File: src/include/synth_settings.svh
`ifndef SYNTH_SETTINGS_SVH
`define SYNTH_SETTINGS_SVH

// ========================================
// Clocking
// ========================================

// System clock in Hz
`define SYNTH_SYSTEM_CLOCK 50000000

// Target audio sample rate in Hz
`define SYNTH_SAMPLE_RATE 48000

// Clock cycles per sample tick, rounded to the nearest whole cycle (1042)
`define SYNTH_SAMPLE_DIVIDE ((`SYNTH_SYSTEM_CLOCK + `SYNTH_SAMPLE_RATE / 2) / `SYNTH_SAMPLE_RATE)

// ========================================
// Data widths
// ========================================

// Levels, samples and rates all share this width
`define SYNTH_LEVEL_WIDTH 16
`define SYNTH_LEVEL_MAX 65535

// Wishbone word address width
`define SYNTH_ADDR_WIDTH 3

`endif

File: src/envelope_pkg.sv
package envelope_pkg;

  // ========================================
  // ADSR envelope states
  // ========================================

  // IDLE holds the level at zero until the next note starts
  typedef enum logic [2:0] {
    IDLE    = 3'd0,
    ATTACK  = 3'd1,
    DECAY   = 3'd2,
    SUSTAIN = 3'd3,
    RELEASE = 3'd4
  } envelope_state_t;

endpackage : envelope_pkg

File: src/voice_reg_pkg.sv
`include "synth_settings.svh"

package voice_reg_pkg;

  // ========================================
  // Wishbone register map
  // ========================================

  typedef enum logic [`SYNTH_ADDR_WIDTH-1:0] {
    ATTACK_RATE   = 3'd0,
    DECAY_RATE    = 3'd1,
    SUSTAIN_LEVEL = 3'd2,
    RELEASE_RATE  = 3'd3,
    PHASE_STEP    = 3'd4,
    WAVEFORM      = 3'd5,
    NOTE          = 3'd6,
    STATUS        = 3'd7
  } voice_reg_addr_t;

  // Oscillator wave shapes
  typedef enum logic [1:0] {
    SAW      = 2'd0,
    SQUARE   = 2'd1,
    TRIANGLE = 2'd2
  } waveform_t;

endpackage : voice_reg_pkg

File: src/voice_registers.sv
`include "synth_settings.svh"

module voice_registers
  import envelope_pkg::*;
  import voice_reg_pkg::*;
(
  input  logic                          clock_50_000_000,
  input  logic                          reset_l,
  input  logic [`SYNTH_ADDR_WIDTH-1:0]  wb_adr,
  input  logic [`SYNTH_LEVEL_WIDTH-1:0] wb_dat_w,
  output logic [`SYNTH_LEVEL_WIDTH-1:0] wb_dat_r,
  input  logic                          wb_we,
  input  logic                          wb_stb,
  input  logic                          wb_cyc,
  output logic                          wb_ack,
  input  envelope_state_t               envelope_state,
  output logic [`SYNTH_LEVEL_WIDTH-1:0] attack_rate,
  output logic [`SYNTH_LEVEL_WIDTH-1:0] decay_rate,
  output logic [`SYNTH_LEVEL_WIDTH-1:0] sustain_level,
  output logic [`SYNTH_LEVEL_WIDTH-1:0] release_rate,
  output logic [`SYNTH_LEVEL_WIDTH-1:0] phase_step,
  output waveform_t                     waveform,
  output logic                          note_on,
  output logic                          note_off
);

  localparam int LEVEL_WIDTH = `SYNTH_LEVEL_WIDTH;

  voice_reg_addr_t reg_addr;
  waveform_t       waveform_code;
  logic            wb_request;
  logic            write_strobe;
  logic            note_write;
  logic            note_active;

  assign reg_addr = voice_reg_addr_t'(wb_adr);

  // A new request is a strobe inside a cycle that has not been acked yet
  assign wb_request   = wb_stb && wb_cyc && !wb_ack;
  assign write_strobe = wb_request && wb_we;

  // The host holds its lines through the ack cycle, so the note pulse
  // can be decoded from them one cycle later
  assign note_write = wb_ack && wb_we && (reg_addr == NOTE);

  // Gate is open while the envelope has not been released
  assign note_active = (envelope_state == ATTACK) || (envelope_state == DECAY) ||
                       (envelope_state == SUSTAIN);

  // ========================================
  // Bus handshake
  // ========================================

  always_ff @(posedge clock_50_000_000, negedge reset_l) begin
    if (!reset_l) begin
      wb_ack <= 1'b0;
    end else begin
      wb_ack <= wb_request;
    end
  end

  // Unknown wave codes fall back to a sawtooth
  always_comb begin
    case (wb_dat_w[1:0])
      SQUARE:   waveform_code = SQUARE;
      TRIANGLE: waveform_code = TRIANGLE;
      default:  waveform_code = SAW;
    endcase
  end

  // ========================================
  // Setting registers
  // ========================================

  always_ff @(posedge clock_50_000_000, negedge reset_l) begin
    if (!reset_l) begin
      attack_rate   <= '0;
      decay_rate    <= '0;
      sustain_level <= '0;
      release_rate  <= '0;
      phase_step    <= '0;
      waveform      <= SAW;
    end else if (write_strobe) begin
      case (reg_addr)
        ATTACK_RATE:   attack_rate   <= wb_dat_w;
        DECAY_RATE:    decay_rate    <= wb_dat_w;
        SUSTAIN_LEVEL: sustain_level <= wb_dat_w;
        RELEASE_RATE:  release_rate  <= wb_dat_w;
        PHASE_STEP:    phase_step    <= wb_dat_w;
        WAVEFORM:      waveform      <= waveform_code;
        default: ;
      endcase
    end
  end

  always_ff @(posedge clock_50_000_000, negedge reset_l) begin
    if (!reset_l) begin
      note_on  <= 1'b0;
      note_off <= 1'b0;
    end else begin
      note_on  <= note_write && wb_dat_w[0];
      note_off <= note_write && !wb_dat_w[0];
    end
  end

  // Read data is valid whenever ack is high
  always_comb begin
    case (reg_addr)
      ATTACK_RATE:   wb_dat_r = attack_rate;
      DECAY_RATE:    wb_dat_r = decay_rate;
      SUSTAIN_LEVEL: wb_dat_r = sustain_level;
      RELEASE_RATE:  wb_dat_r = release_rate;
      PHASE_STEP:    wb_dat_r = phase_step;
      WAVEFORM:      wb_dat_r = {{(LEVEL_WIDTH - $bits(waveform_t)){1'b0}}, waveform};
      NOTE:          wb_dat_r = {{(LEVEL_WIDTH - 1){1'b0}}, note_active};
      default: begin
        wb_dat_r = {{(LEVEL_WIDTH - $bits(envelope_state_t)){1'b0}}, envelope_state};
      end
    endcase
  end

endmodule : voice_registers

File: src/envelope_generator.sv
`include "synth_settings.svh"

module envelope_generator
  import envelope_pkg::*;
(
  input  logic                          clock_50_000_000,
  input  logic                          reset_l,
  input  logic [`SYNTH_LEVEL_WIDTH-1:0] attack_rate,
  input  logic [`SYNTH_LEVEL_WIDTH-1:0] decay_rate,
  input  logic [`SYNTH_LEVEL_WIDTH-1:0] sustain_level,
  input  logic [`SYNTH_LEVEL_WIDTH-1:0] release_rate,
  input  logic                          note_on,
  input  logic                          note_off,
  output logic                          sample_tick,
  output logic [`SYNTH_LEVEL_WIDTH-1:0] envelope_level,
  output envelope_state_t               envelope_state,
  output logic                          envelope_end
);

  localparam int LEVEL_WIDTH      = `SYNTH_LEVEL_WIDTH;
  localparam int TICK_COUNT_WIDTH = $clog2(`SYNTH_SAMPLE_DIVIDE);

  localparam logic [TICK_COUNT_WIDTH-1:0] TICK_LAST =
    TICK_COUNT_WIDTH'(`SYNTH_SAMPLE_DIVIDE - 1);
  localparam logic [LEVEL_WIDTH-1:0] LEVEL_MAX = LEVEL_WIDTH'(`SYNTH_LEVEL_MAX);

  logic [TICK_COUNT_WIDTH-1:0] tick_count;
  logic [LEVEL_WIDTH:0]        attack_sum;
  logic [LEVEL_WIDTH:0]        decay_floor;

  // One extra bit catches the carry out of the attack step
  assign attack_sum = {1'b0, envelope_level} + {1'b0, attack_rate};

  // Decay lands on sustain once a full step would reach or pass it
  assign decay_floor = {1'b0, sustain_level} + {1'b0, decay_rate};

  // ========================================
  // Sample tick divider
  // ========================================

  always_ff @(posedge clock_50_000_000, negedge reset_l) begin
    if (!reset_l) begin
      tick_count  <= '0;
      sample_tick <= 1'b0;
    end else if (note_on) begin
      // A new note starts a fresh sample period
      tick_count  <= '0;
      sample_tick <= 1'b0;
    end else if (tick_count == TICK_LAST) begin
      tick_count  <= '0;
      sample_tick <= 1'b1;
    end else begin
      tick_count  <= tick_count + 1'b1;
      sample_tick <= 1'b0;
    end
  end

  // ========================================
  // ADSR state machine
  // ========================================

  always_ff @(posedge clock_50_000_000, negedge reset_l) begin
    if (!reset_l) begin
      envelope_state <= IDLE;
      envelope_level <= '0;
      envelope_end   <= 1'b0;
    end else begin
      envelope_end <= 1'b0;
      if (note_on) begin
        envelope_state <= ATTACK;
        envelope_level <= '0;
      end else if (note_off && envelope_state != IDLE) begin
        // Release starts from wherever the level is now
        envelope_state <= RELEASE;
      end else if (sample_tick) begin
        case (envelope_state)
          ATTACK: begin
            if (attack_sum >= {1'b0, LEVEL_MAX}) begin
              envelope_level <= LEVEL_MAX;
              envelope_state <= DECAY;
            end else begin
              envelope_level <= attack_sum[LEVEL_WIDTH-1:0];
            end
          end
          DECAY: begin
            if ({1'b0, envelope_level} <= decay_floor) begin
              envelope_level <= sustain_level;
              envelope_state <= SUSTAIN;
            end else begin
              envelope_level <= envelope_level - decay_rate;
            end
          end
          SUSTAIN: begin
            envelope_level <= sustain_level;
          end
          RELEASE: begin
            if (envelope_level <= release_rate) begin
              envelope_level <= '0;
              envelope_state <= IDLE;
              envelope_end   <= 1'b1;
            end else begin
              envelope_level <= envelope_level - release_rate;
            end
          end
          default: begin
            envelope_level <= '0;
          end
        endcase
      end
    end
  end

endmodule : envelope_generator

File: src/tone_oscillator.sv
`include "synth_settings.svh"

module tone_oscillator
  import voice_reg_pkg::*;
(
  input  logic                          clock_50_000_000,
  input  logic                          reset_l,
  input  logic                          sample_tick,
  input  logic [`SYNTH_LEVEL_WIDTH-1:0] phase_step,
  input  waveform_t                     waveform,
  input  logic [`SYNTH_LEVEL_WIDTH-1:0] envelope_level,
  output logic [`SYNTH_LEVEL_WIDTH-1:0] sample,
  output logic                          sample_valid
);

  localparam int LEVEL_WIDTH = `SYNTH_LEVEL_WIDTH;
  localparam logic [LEVEL_WIDTH-1:0] LEVEL_MAX = LEVEL_WIDTH'(`SYNTH_LEVEL_MAX);

  logic [LEVEL_WIDTH-1:0]   phase;
  logic [LEVEL_WIDTH-1:0]   phase_doubled;
  logic [LEVEL_WIDTH-1:0]   wave;
  logic [2*LEVEL_WIDTH-1:0] scaled;

  assign phase_doubled = {phase[LEVEL_WIDTH-2:0], 1'b0};

  // ========================================
  // Wave shaping
  // ========================================

  always_comb begin
    case (waveform)
      SQUARE:   wave = phase[LEVEL_WIDTH-1] ? LEVEL_MAX : '0;
      // Second half of the cycle runs the doubled phase back down
      TRIANGLE: wave = phase[LEVEL_WIDTH-1] ? ~phase_doubled : phase_doubled;
      default:  wave = phase;
    endcase
  end

  // Full level passes the wave almost unchanged, zero level silences it
  assign scaled = wave * envelope_level;

  always_ff @(posedge clock_50_000_000, negedge reset_l) begin
    if (!reset_l) begin
      phase        <= '0;
      sample_valid <= 1'b0;
    end else begin
      sample_valid <= sample_tick;
      if (sample_tick) begin
        phase <= phase + phase_step;
      end
    end
  end

  always_ff @(posedge clock_50_000_000) begin
    if (sample_tick) begin
      sample <= scaled[2*LEVEL_WIDTH-1:LEVEL_WIDTH];
    end
  end

endmodule : tone_oscillator

File: src/synth_voice.sv
`include "synth_settings.svh"

module synth_voice
  import envelope_pkg::*;
  import voice_reg_pkg::*;
(
  input  logic                          clock_50_000_000,
  input  logic                          reset_l,
  input  logic [`SYNTH_ADDR_WIDTH-1:0]  wb_adr,
  input  logic [`SYNTH_LEVEL_WIDTH-1:0] wb_dat_w,
  output logic [`SYNTH_LEVEL_WIDTH-1:0] wb_dat_r,
  input  logic                          wb_we,
  input  logic                          wb_stb,
  input  logic                          wb_cyc,
  output logic                          wb_ack,
  output logic [`SYNTH_LEVEL_WIDTH-1:0] sample,
  output logic                          sample_valid,
  output logic [`SYNTH_LEVEL_WIDTH-1:0] envelope_level,
  output logic                          envelope_end
);

  logic [`SYNTH_LEVEL_WIDTH-1:0] attack_rate;
  logic [`SYNTH_LEVEL_WIDTH-1:0] decay_rate;
  logic [`SYNTH_LEVEL_WIDTH-1:0] sustain_level;
  logic [`SYNTH_LEVEL_WIDTH-1:0] release_rate;
  logic [`SYNTH_LEVEL_WIDTH-1:0] phase_step;
  waveform_t                     waveform;
  envelope_state_t               envelope_state;
  logic                          note_on;
  logic                          note_off;
  logic                          sample_tick;

  // Host side register file
  voice_registers voice_registers_inst (
    .clock_50_000_000 (clock_50_000_000),
    .reset_l          (reset_l),
    .wb_adr           (wb_adr),
    .wb_dat_w         (wb_dat_w),
    .wb_dat_r         (wb_dat_r),
    .wb_we            (wb_we),
    .wb_stb           (wb_stb),
    .wb_cyc           (wb_cyc),
    .wb_ack           (wb_ack),
    .envelope_state   (envelope_state),
    .attack_rate      (attack_rate),
    .decay_rate       (decay_rate),
    .sustain_level    (sustain_level),
    .release_rate     (release_rate),
    .phase_step       (phase_step),
    .waveform         (waveform),
    .note_on          (note_on),
    .note_off         (note_off)
  );

  // The envelope also owns the sample tick for the oscillator
  envelope_generator envelope_generator_inst (
    .clock_50_000_000 (clock_50_000_000),
    .reset_l          (reset_l),
    .attack_rate      (attack_rate),
    .decay_rate       (decay_rate),
    .sustain_level    (sustain_level),
    .release_rate     (release_rate),
    .note_on          (note_on),
    .note_off         (note_off),
    .sample_tick      (sample_tick),
    .envelope_level   (envelope_level),
    .envelope_state   (envelope_state),
    .envelope_end     (envelope_end)
  );

  tone_oscillator tone_oscillator_inst (
    .clock_50_000_000 (clock_50_000_000),
    .reset_l          (reset_l),
    .sample_tick      (sample_tick),
    .phase_step       (phase_step),
    .waveform         (waveform),
    .envelope_level   (envelope_level),
    .sample           (sample),
    .sample_valid     (sample_valid)
  );

endmodule : synth_voice

File: config.mk
export PLATFORM = sky130hd
export DESIGN_NAME = synth_voice
export DESIGN_NICKNAME = d
export VERILOG_FILES = /design/src/envelope_pkg.sv /design/src/voice_reg_pkg.sv /design/src/voice_registers.sv /design/src/envelope_generator.sv /design/src/tone_oscillator.sv /design/src/synth_voice.sv
export VERILOG_INCLUDE_DIRS = /design/src /design/src/include
export SDC_FILE = /design/constraint.sdc
export NUM_CORES = 1
export LEC_CHECK = 0
export ABC_AREA = 0
export BUFFER_PORTS_ARGS = -buffer_cell sky130_fd_sc_hd__buf_4
export CORE_UTILIZATION = 60
export DETAILED_ROUTE_END_ITERATION = 6
export GPL_ROUTABILITY_DRIVEN = 0
export PLACE_DENSITY = 0.81
export SYNTH_ARGS = -nofsm -noshare
export SYNTH_HDL_FRONTEND = slang
export SYNTH_SLANG_ARGS = --single-unit
File: constraint.sdc
create_clock -name clock_50_000_000 -period 13.1 [get_ports clock_50_000_000]
set_input_delay 1.965 -clock clock_50_000_000 [delete_from_list [all_inputs] [get_ports clock_50_000_000]]
set_output_delay 1.965 -clock clock_50_000_000 [all_outputs]
set_load 0.005 [all_outputs]
==> flow_summary.toml, run 1 <==
[placed_design]
placed_cells_incl_taps = 2552
portBuffers = 74
placement.setup.worst_slack_ps = 5390
placement.cell_area_um2 = 20100
hpwl_detailed_um = 41200

[timing]
tightestPinTransition_ps = 1250
report.final.hold_viol_count = 0
postLayoutSetupSlackWorst_ps = 5310
tns_ps = 0
max-slew-margin-rel = 0.167
timing.final.max_slew_violations = 0
max_freq_mhz = 128
worst_hold_slack_ps = 518
final-setup-viol-count = 0
final.period_utilization = 0.594
finClkSkew_ps = 12.3
setup_repair_after_global_routing_missed_its_margin = "false"
layout_min_cycle_time_ps = 7790

[grt]
gr-max-usage-layer = "met2"
via_count_of_the_first_global_routing_pass = 16576
grt.total_usage = 0.333
grt_pass1_wl_um = 85400
globalRouteMet1Util = 0.400
groute.layer.met3.usage = 0.0511
grtUsageMet2 = 0.567
grt_antenna_before_repair = 0
globalRoute.totalOverflow = 0
grt_start_max_net_pins = 71

[worst_setup_path]
critical_path.cell_chain = "inv_1, ha_1, nand2b_1, o211ai_2, and2_1, fa_1, fa_1, fa_1, fa_1, fa_1, inv_1, fa_1, inv_1, ha_1, a21oi_1, nor2_1, a221o_1, o31ai_1, and4bb_1, a31oi_2, a211o_1, a21oi_1, xnor2_1"
setup.worst_path.class = "register to register"
worst_path_largest_cell_delay_ps = 640
cp_common_cell = "sky130_fd_sc_hd__fa_1"
worstSetupEndpointType = "register"
crit_path_max_fanout = 35
critical-path-slowest-cell = "sky130_fd_sc_hd__ha_1"
critPathArrivalTime_ps = 7970
critical_path_required_ps = 13290
critical_path.startpoint_type = "register"

[power_and_ir_drop]
net-switching-power_mw = 0.623
static-leakage-power_nw = 10.6
sw_frac_of_total = 0.373
pwr-share-clk = 0.318
p_int_mw = 1.04
worst_ir_drop_vdd_uv = 91.1
share_comb_of_total_power = 0.316
seq_power_share = 0.366
cellPowerDensity_nw_per_um2 = 80.5

[clock_network]
tritoncts = "done"
cts_htree_levels = 4
postCtsSetupBuffers = 0
clockRootBuffer = "sky130_fd_sc_hd__clkbuf_16"
cts-buffers-inserted = 17
clk_pin_slew_ps = 70
clock_path_buffers = 2
clk-insertion-delay-late_ps = 450
cts_hold_repair.buffers = 0
clock_sink_count = 150
post_cts_resize_count = 0

[drt]
first_iter_violations = 1501
dr_total_vias = 16015
remaining_drc_errors = 0
detailedRoute.firstPassIterationCount = 5
antenna_left = 0
drt-total-wl_um = 52600
vias_per_cell = 6.20
mean_routed_wirelength_per_cell_um = 20.3

[floorplanning]
die_width_um = 180
floorplan.die.height_um = 180
fp.dieArea_um2 = 32500
top_ports = 75
coreArea_um2 = 31000
standard_cell_row_count = 64
floorplan.initialDensity = 0.616

[cells_and_area]
area.growth.synth_to_final_pct = 8.52
finish.instance_area_um2 = 20700
number_of_nets_at_the_end_of_the_flow = 2596
insertedDiodeCount = 0
drive_gt1_frac = 0.104
num-fill-cells = 2407
final_cell_count_no_fill = 2584

[synth]
synth_area_per_cell_um2 = 8.96
synthFlopType = "sky130_fd_sc_hd__dfrtp_1"
sequential_share_of_the_synthesized_area = 0.201
synth_seq_cells = 150
yosys.cell_types.count = 82
synth_top_cells_by_area = "sky130_fd_sc_hd__fa_1, sky130_fd_sc_hd__dfrtp_1, sky130_fd_sc_hd__ha_1, sky130_fd_sc_hd__inv_1, sky130_fd_sc_hd__nand2_1"
mappedNetlistArea_um2 = 19100
synth-async-reset-ratio = 0.893
netlist.top_cell.by_area = "sky130_fd_sc_hd__fa_1"
post-synth-top-area-fraction = 0.208
mapped_cells = 2132
count_of_flip_flops_with_a_built_in_enable_after_synthesis = 16
synth_warnings = 0
mappedNetlistNets = 2553

[hold_path]
worst_hold_path_type = "register to register"

[outcome]
outcome = "finished, final reports clean"

[flow_run]
max-cap-violations = 0
[synthesized netlist by cell type, drive strengths merged, types with 34 or more instances]
library cell and count:
nand2 255, inv 291, fa 198, mux2 59, xnor2 47, xor2 51, nor2 95, and2 123
clkbuf 76, dfrtp 134, ha 199, a21oi 98, o21ai 105, nor3 34
[power groups by stage]
stage	Clock, mW	Combinational, mW	Sequential [mW]
3_3_place_gp	0	0.492	0.612
5_1_grt	0.548	0.585	0.618
2_1_floorplan	0	0.387	0.584
3_5_place_dp	0	0.515	0.615
6_report	0.530	0.527	0.610
4_1_cts	0.530	0.520	0.608
[final cells by class]
type                            count  area (um^2)  share of cell area
Inverter                          291         1090              0.0527
Timing Repair Buffer              113          852              0.0411
Sequential cell                   150         3830               0.185
Clock inverter                     15          185             0.00894
Tap cell                          396          495              0.0239
Multi-Input combinational cell   1602        13800               0.668
Clock buffer                       17          425              0.0205
[layout by cell type, fill, tap and decap left out, types with 12 or more instances in the layout]
cell                        Yosys  final
sky130_fd_sc_hd__a21oi_1       97     96
sky130_fd_sc_hd__o221ai_1      12     12
sky130_fd_sc_hd__nor3_1        33     33
sky130_fd_sc_hd__mux2_2        59     59
sky130_fd_sc_hd__clkbuf_16      0     17
sky130_fd_sc_hd__and2_1       123    123
sky130_fd_sc_hd__nand2b_1      16     16
sky130_fd_sc_hd__edfxtp_1      16     16
sky130_fd_sc_hd__nand3_1       33     33
sky130_fd_sc_hd__a21o_1        32     32
sky130_fd_sc_hd__inv_1        290    290
sky130_fd_sc_hd__o21ai_0       96     96
sky130_fd_sc_hd__dfrtp_1      134    133
sky130_fd_sc_hd__nand4_1       15     15
sky130_fd_sc_hd__buf_4          1    112
sky130_fd_sc_hd__ha_1         199    199
sky130_fd_sc_hd__nor2b_1       16     16
sky130_fd_sc_hd__nand2_1      255    255
sky130_fd_sc_hd__xor2_1        51     51
sky130_fd_sc_hd__a211oi_1      17     17
sky130_fd_sc_hd__nor2_1        95     95
sky130_fd_sc_hd__a22oi_1       15     15
sky130_fd_sc_hd__fa_1         198    198
sky130_fd_sc_hd__xnor2_1       47     47
sky130_fd_sc_hd__mux2i_1       21     21
[path summary, 6_finish.rpt]
kind	from	to	cells past startpoint	slack, ps
worst max-delay path	voice_registers_inst.waveform[0]	tone_oscillator_inst.sample[15]	23	5310
worst min-delay path	envelope_generator_inst.tick_count[0]	envelope_generator_inst.tick_count[0]	1	520
worst max register to register	voice_registers_inst.waveform[0]	tone_oscillator_inst.sample[15]	23	5310
worst min register to register	envelope_generator_inst.tick_count[0]	envelope_generator_inst.tick_count[0]	1	520
max in group asynchronous	reset_l	envelope_generator_inst.sample_tick	2	10230
min in group asynchronous	reset_l	envelope_generator_inst.tick_count[5]	1	1480
[kinds of logic after synthesis]
family / count (synthesis) / share of synthesized area
AND/OR/NAND/NOR: 634 / 0.159
adder cells (fa/ha/maj): 397 / 0.338
XOR/XNOR: 98 / 0.0449
flip-flops: 150 / 0.201
AO/OA/AOI/OAI: 393 / 0.136
multiplexers: 80 / 0.0458
buffers and inverters: 380 / 0.0751
[sequential cells by signal, indices dropped and copies added, names as in the netlist, 3 cells and up]
register,count
envelope_generator_inst.envelope_state,3
tone_oscillator_inst.phase,16
tone_oscillator_inst.sample,16
voice_registers_inst.phase_step,16
voice_registers_inst.attack_rate,16
envelope_generator_inst.tick_count,11
envelope_generator_inst.envelope_level,16
voice_registers_inst.release_rate,16
voice_registers_inst.decay_rate,16
voice_registers_inst.sustain_level,16
[per-stage QoR]
stage,power (mW),util
finish,1.67,0.669
global route,1.75,0.669
floorplan,0.971,-
global placement,1.10,0.649
detailed placement,1.13,0.649
CTS,1.66,0.669
[worst max-delay path, delay by kind of cell, from the launching register on]
kind	cells	cell delay [ps]
adder cells (fa/ha/maj)	8	3820
XOR/XNOR	1	80
AO/OA/AOI/OAI	7	2040
AND/OR/NAND/NOR	4	1040
buffers and inverters	3	170
flip-flops	1	400
[layer usage]
metal	up-vias	routed length (um)
met5	-	0
met4	0	3330
met3	217	3840
met2	767	25700
met1	7824	19700
li1	7207	-
Note: power is estimated with default switching activity, not from simulation.
==> inputs of run 2 (changes only) <==
- CORE_UTILIZATION: 60 -> 59
- PLACE_DENSITY: 0.81 -> 0.83
- clock period: 13.1 -> 6.95 ns (I/O delays scaled with it)
==> flow_summary.toml, run 2 (synthesis results as in run 1) <==
[outcome]
outcome = "finished, violations left"
failed_checks = "negative setup slack"

[drt]
antenna_left = 0
remaining_drc_errors = 0
detailedRoute.firstPassIterationCount = 6
mean_routed_wirelength_per_cell_um = 21.1
drt-total-wl_um = 56400
vias_per_cell = 6.34
dr_total_vias = 16942
first_iter_violations = 1787

[clock_network]
clk-insertion-delay-late_ps = 440
cts_htree_levels = 4
tritoncts = "done"
cts-buffers-inserted = 17
clockRootBuffer = "sky130_fd_sc_hd__clkbuf_16"
clock_sink_count = 150
clk_pin_slew_ps = 70
clock_path_buffers = 2

[worst_setup_path]
crit_family = "adder cells"
worstRegToRegCells = 26
critical-path-slowest-cell = "sky130_fd_sc_hd__fa_1"
cp_common_cell = "sky130_fd_sc_hd__fa_1"
critical_path_required_ps = 7140
reg2reg_from = "tone_oscillator_inst.phase[15]"
worst_path_largest_cell_delay_ps = 550
setup.reg_to_reg.worst_slack_ps = -190
setup.worst_path.class = "register to register"
critical_path.startpoint_type = "register"
critPathArrivalTime_ps = 7320
worstReg2RegEnd = "tone_oscillator_inst.sample[15]"
worstSetupEndpointType = "register"
cp_num_buf_inv = 6
crit_path_max_fanout = 11

[hold_path]
worst_hold_path_type = "register to register"
timing.hold.worst.start = "envelope_generator_inst.tick_count[0]"
whs_endpoint = "envelope_generator_inst.tick_count[0]"
whs_path_depth = 1

[placed_design]
placement.setup.worst_slack_ps = -327
placed_cells_incl_taps = 2609
portBuffers = 74
hpwl_detailed_um = 41200

[cells_and_area]
most-common-layout-cells = "sky130_fd_sc_hd__inv_1, sky130_fd_sc_hd__nand2_1, sky130_fd_sc_hd__fa_1"
area.growth.synth_to_final_pct = 14.3
num-fill-cells = 2270
drive_gt1_frac = 0.167
number_of_nets_at_the_end_of_the_flow = 2678
final_cell_count_no_fill = 2672
insertedDiodeCount = 0
mostFrequentLayoutCell = "sky130_fd_sc_hd__inv_1"

[floorplanning]
top_ports = 75
floorplan.die.height_um = 182
floorplan.initialDensity = 0.602
coreArea_um2 = 31700
die_width_um = 182
fp.dieArea_um2 = 33100
standard_cell_row_count = 65

[timing]
tightestPinTransition_ps = 1310
tns_ps = -660
final.period_utilization = 1.03
max_freq_mhz = 140
timing.final.max_slew_violations = 0
report.final.hold_viol_count = 0
setup_repair_after_global_routing_missed_its_margin = "true"
postLayoutSetupSlackWorst_ps = -186
final-setup-viol-count = 9
finClkSkew_ps = 13.2
max-slew-margin-rel = 0.126
layout_min_cycle_time_ps = 7140

[grt]
globalRoute.totalOverflow = 0
grt_pass1_wl_um = 87700
grt_antenna_before_repair = 0
via_count_of_the_first_global_routing_pass = 16983
grt.total_usage = 0.337
grt_start_max_net_pins = 73

[flow_run]
max-cap-violations = 0

[power_and_ir_drop]
worst_ir_drop_vdd_uv = 183
cellPowerDensity_nw_per_um2 = 146
totalPowerFinal_mw = 3.18
static-leakage-power_nw = 11.0
[run 2: changes by cell type in the layout (fill, tap and decap cells not counted), moves of 10 or more]
cell                      delta
sky130_fd_sc_hd__a21oi_1    -13
sky130_fd_sc_hd__a21oi_2    +11
sky130_fd_sc_hd__buf_4      +61
sky130_fd_sc_hd__buf_6      +16
sky130_fd_sc_hd__ha_1       -10
sky130_fd_sc_hd__o21ai_0    -13
[run 2: worst max path at each step]
stage,end,depth (start not counted),start
final,tone_oscillator_inst.sample[15],26,tone_oscillator_inst.phase[15]
after global routing,tone_oscillator_inst.sample[15],28,voice_registers_inst.waveform[1]
after CTS,tone_oscillator_inst.sample[15],27,voice_registers_inst.waveform[1]
after detailed placement,tone_oscillator_inst.sample[15],26,voice_registers_inst.waveform[1]
after global placement,tone_oscillator_inst.sample[15],25,voice_registers_inst.waveform[0]
after floorplan,tone_oscillator_inst.sample[15],27,voice_registers_inst.waveform[0]
[run 2: per-stage QoR]
| step | util | instance area (um^2) | hold WS (ps) |
|---|---|---|---|
| floorplan | - | 19100 | 462 |
| global placement | 0.647 | 20500 | 505 |
| detailed placement | 0.647 | 20500 | 510 |
| global route | 0.688 | 21800 | 562 |
| CTS | 0.680 | 21600 | 535 |
| finish | 0.688 | 21800 | 536 |
[run 2: layout make-up]
cell class,instances,area [um^2],area share
inverter,291,1090,0.0500
clock buffer,19,453,0.0207
sequential,150,3840,0.176
tap,402,503,0.0230
timing repair buffer,194,1560,0.0714
clock inverter,13,160,0.00733
multi-input combinational,1603,14200,0.652
[run 2: metal layers]
layer / track usage / vias up / wire length, um
li1: - / 7391 / -
met1: 0.416 / 8203 / 20900
met2: 0.563 / 1059 / 26400
met3: 0.0572 / 289 / 5300
met4: 0.191 / 0 / 3730
met5: 0 / - / 0
[run 2: timing repair]
item                                    in CTS  in global routing
hold buffers                                 0                  0
gates resized for setup                     66                 42
endpoints found under the hold margin        0                  0
buffers inserted                            20                  9
pin swaps                                   41                 47
gates cloned                                 4                  0
endpoints found under the setup margin       9                 11
[run 2: report_power, final]
group	switching, mW	internal [mW]
clock network	0.436	0.561
logic	0.587	0.450
registers	0.144	1.00
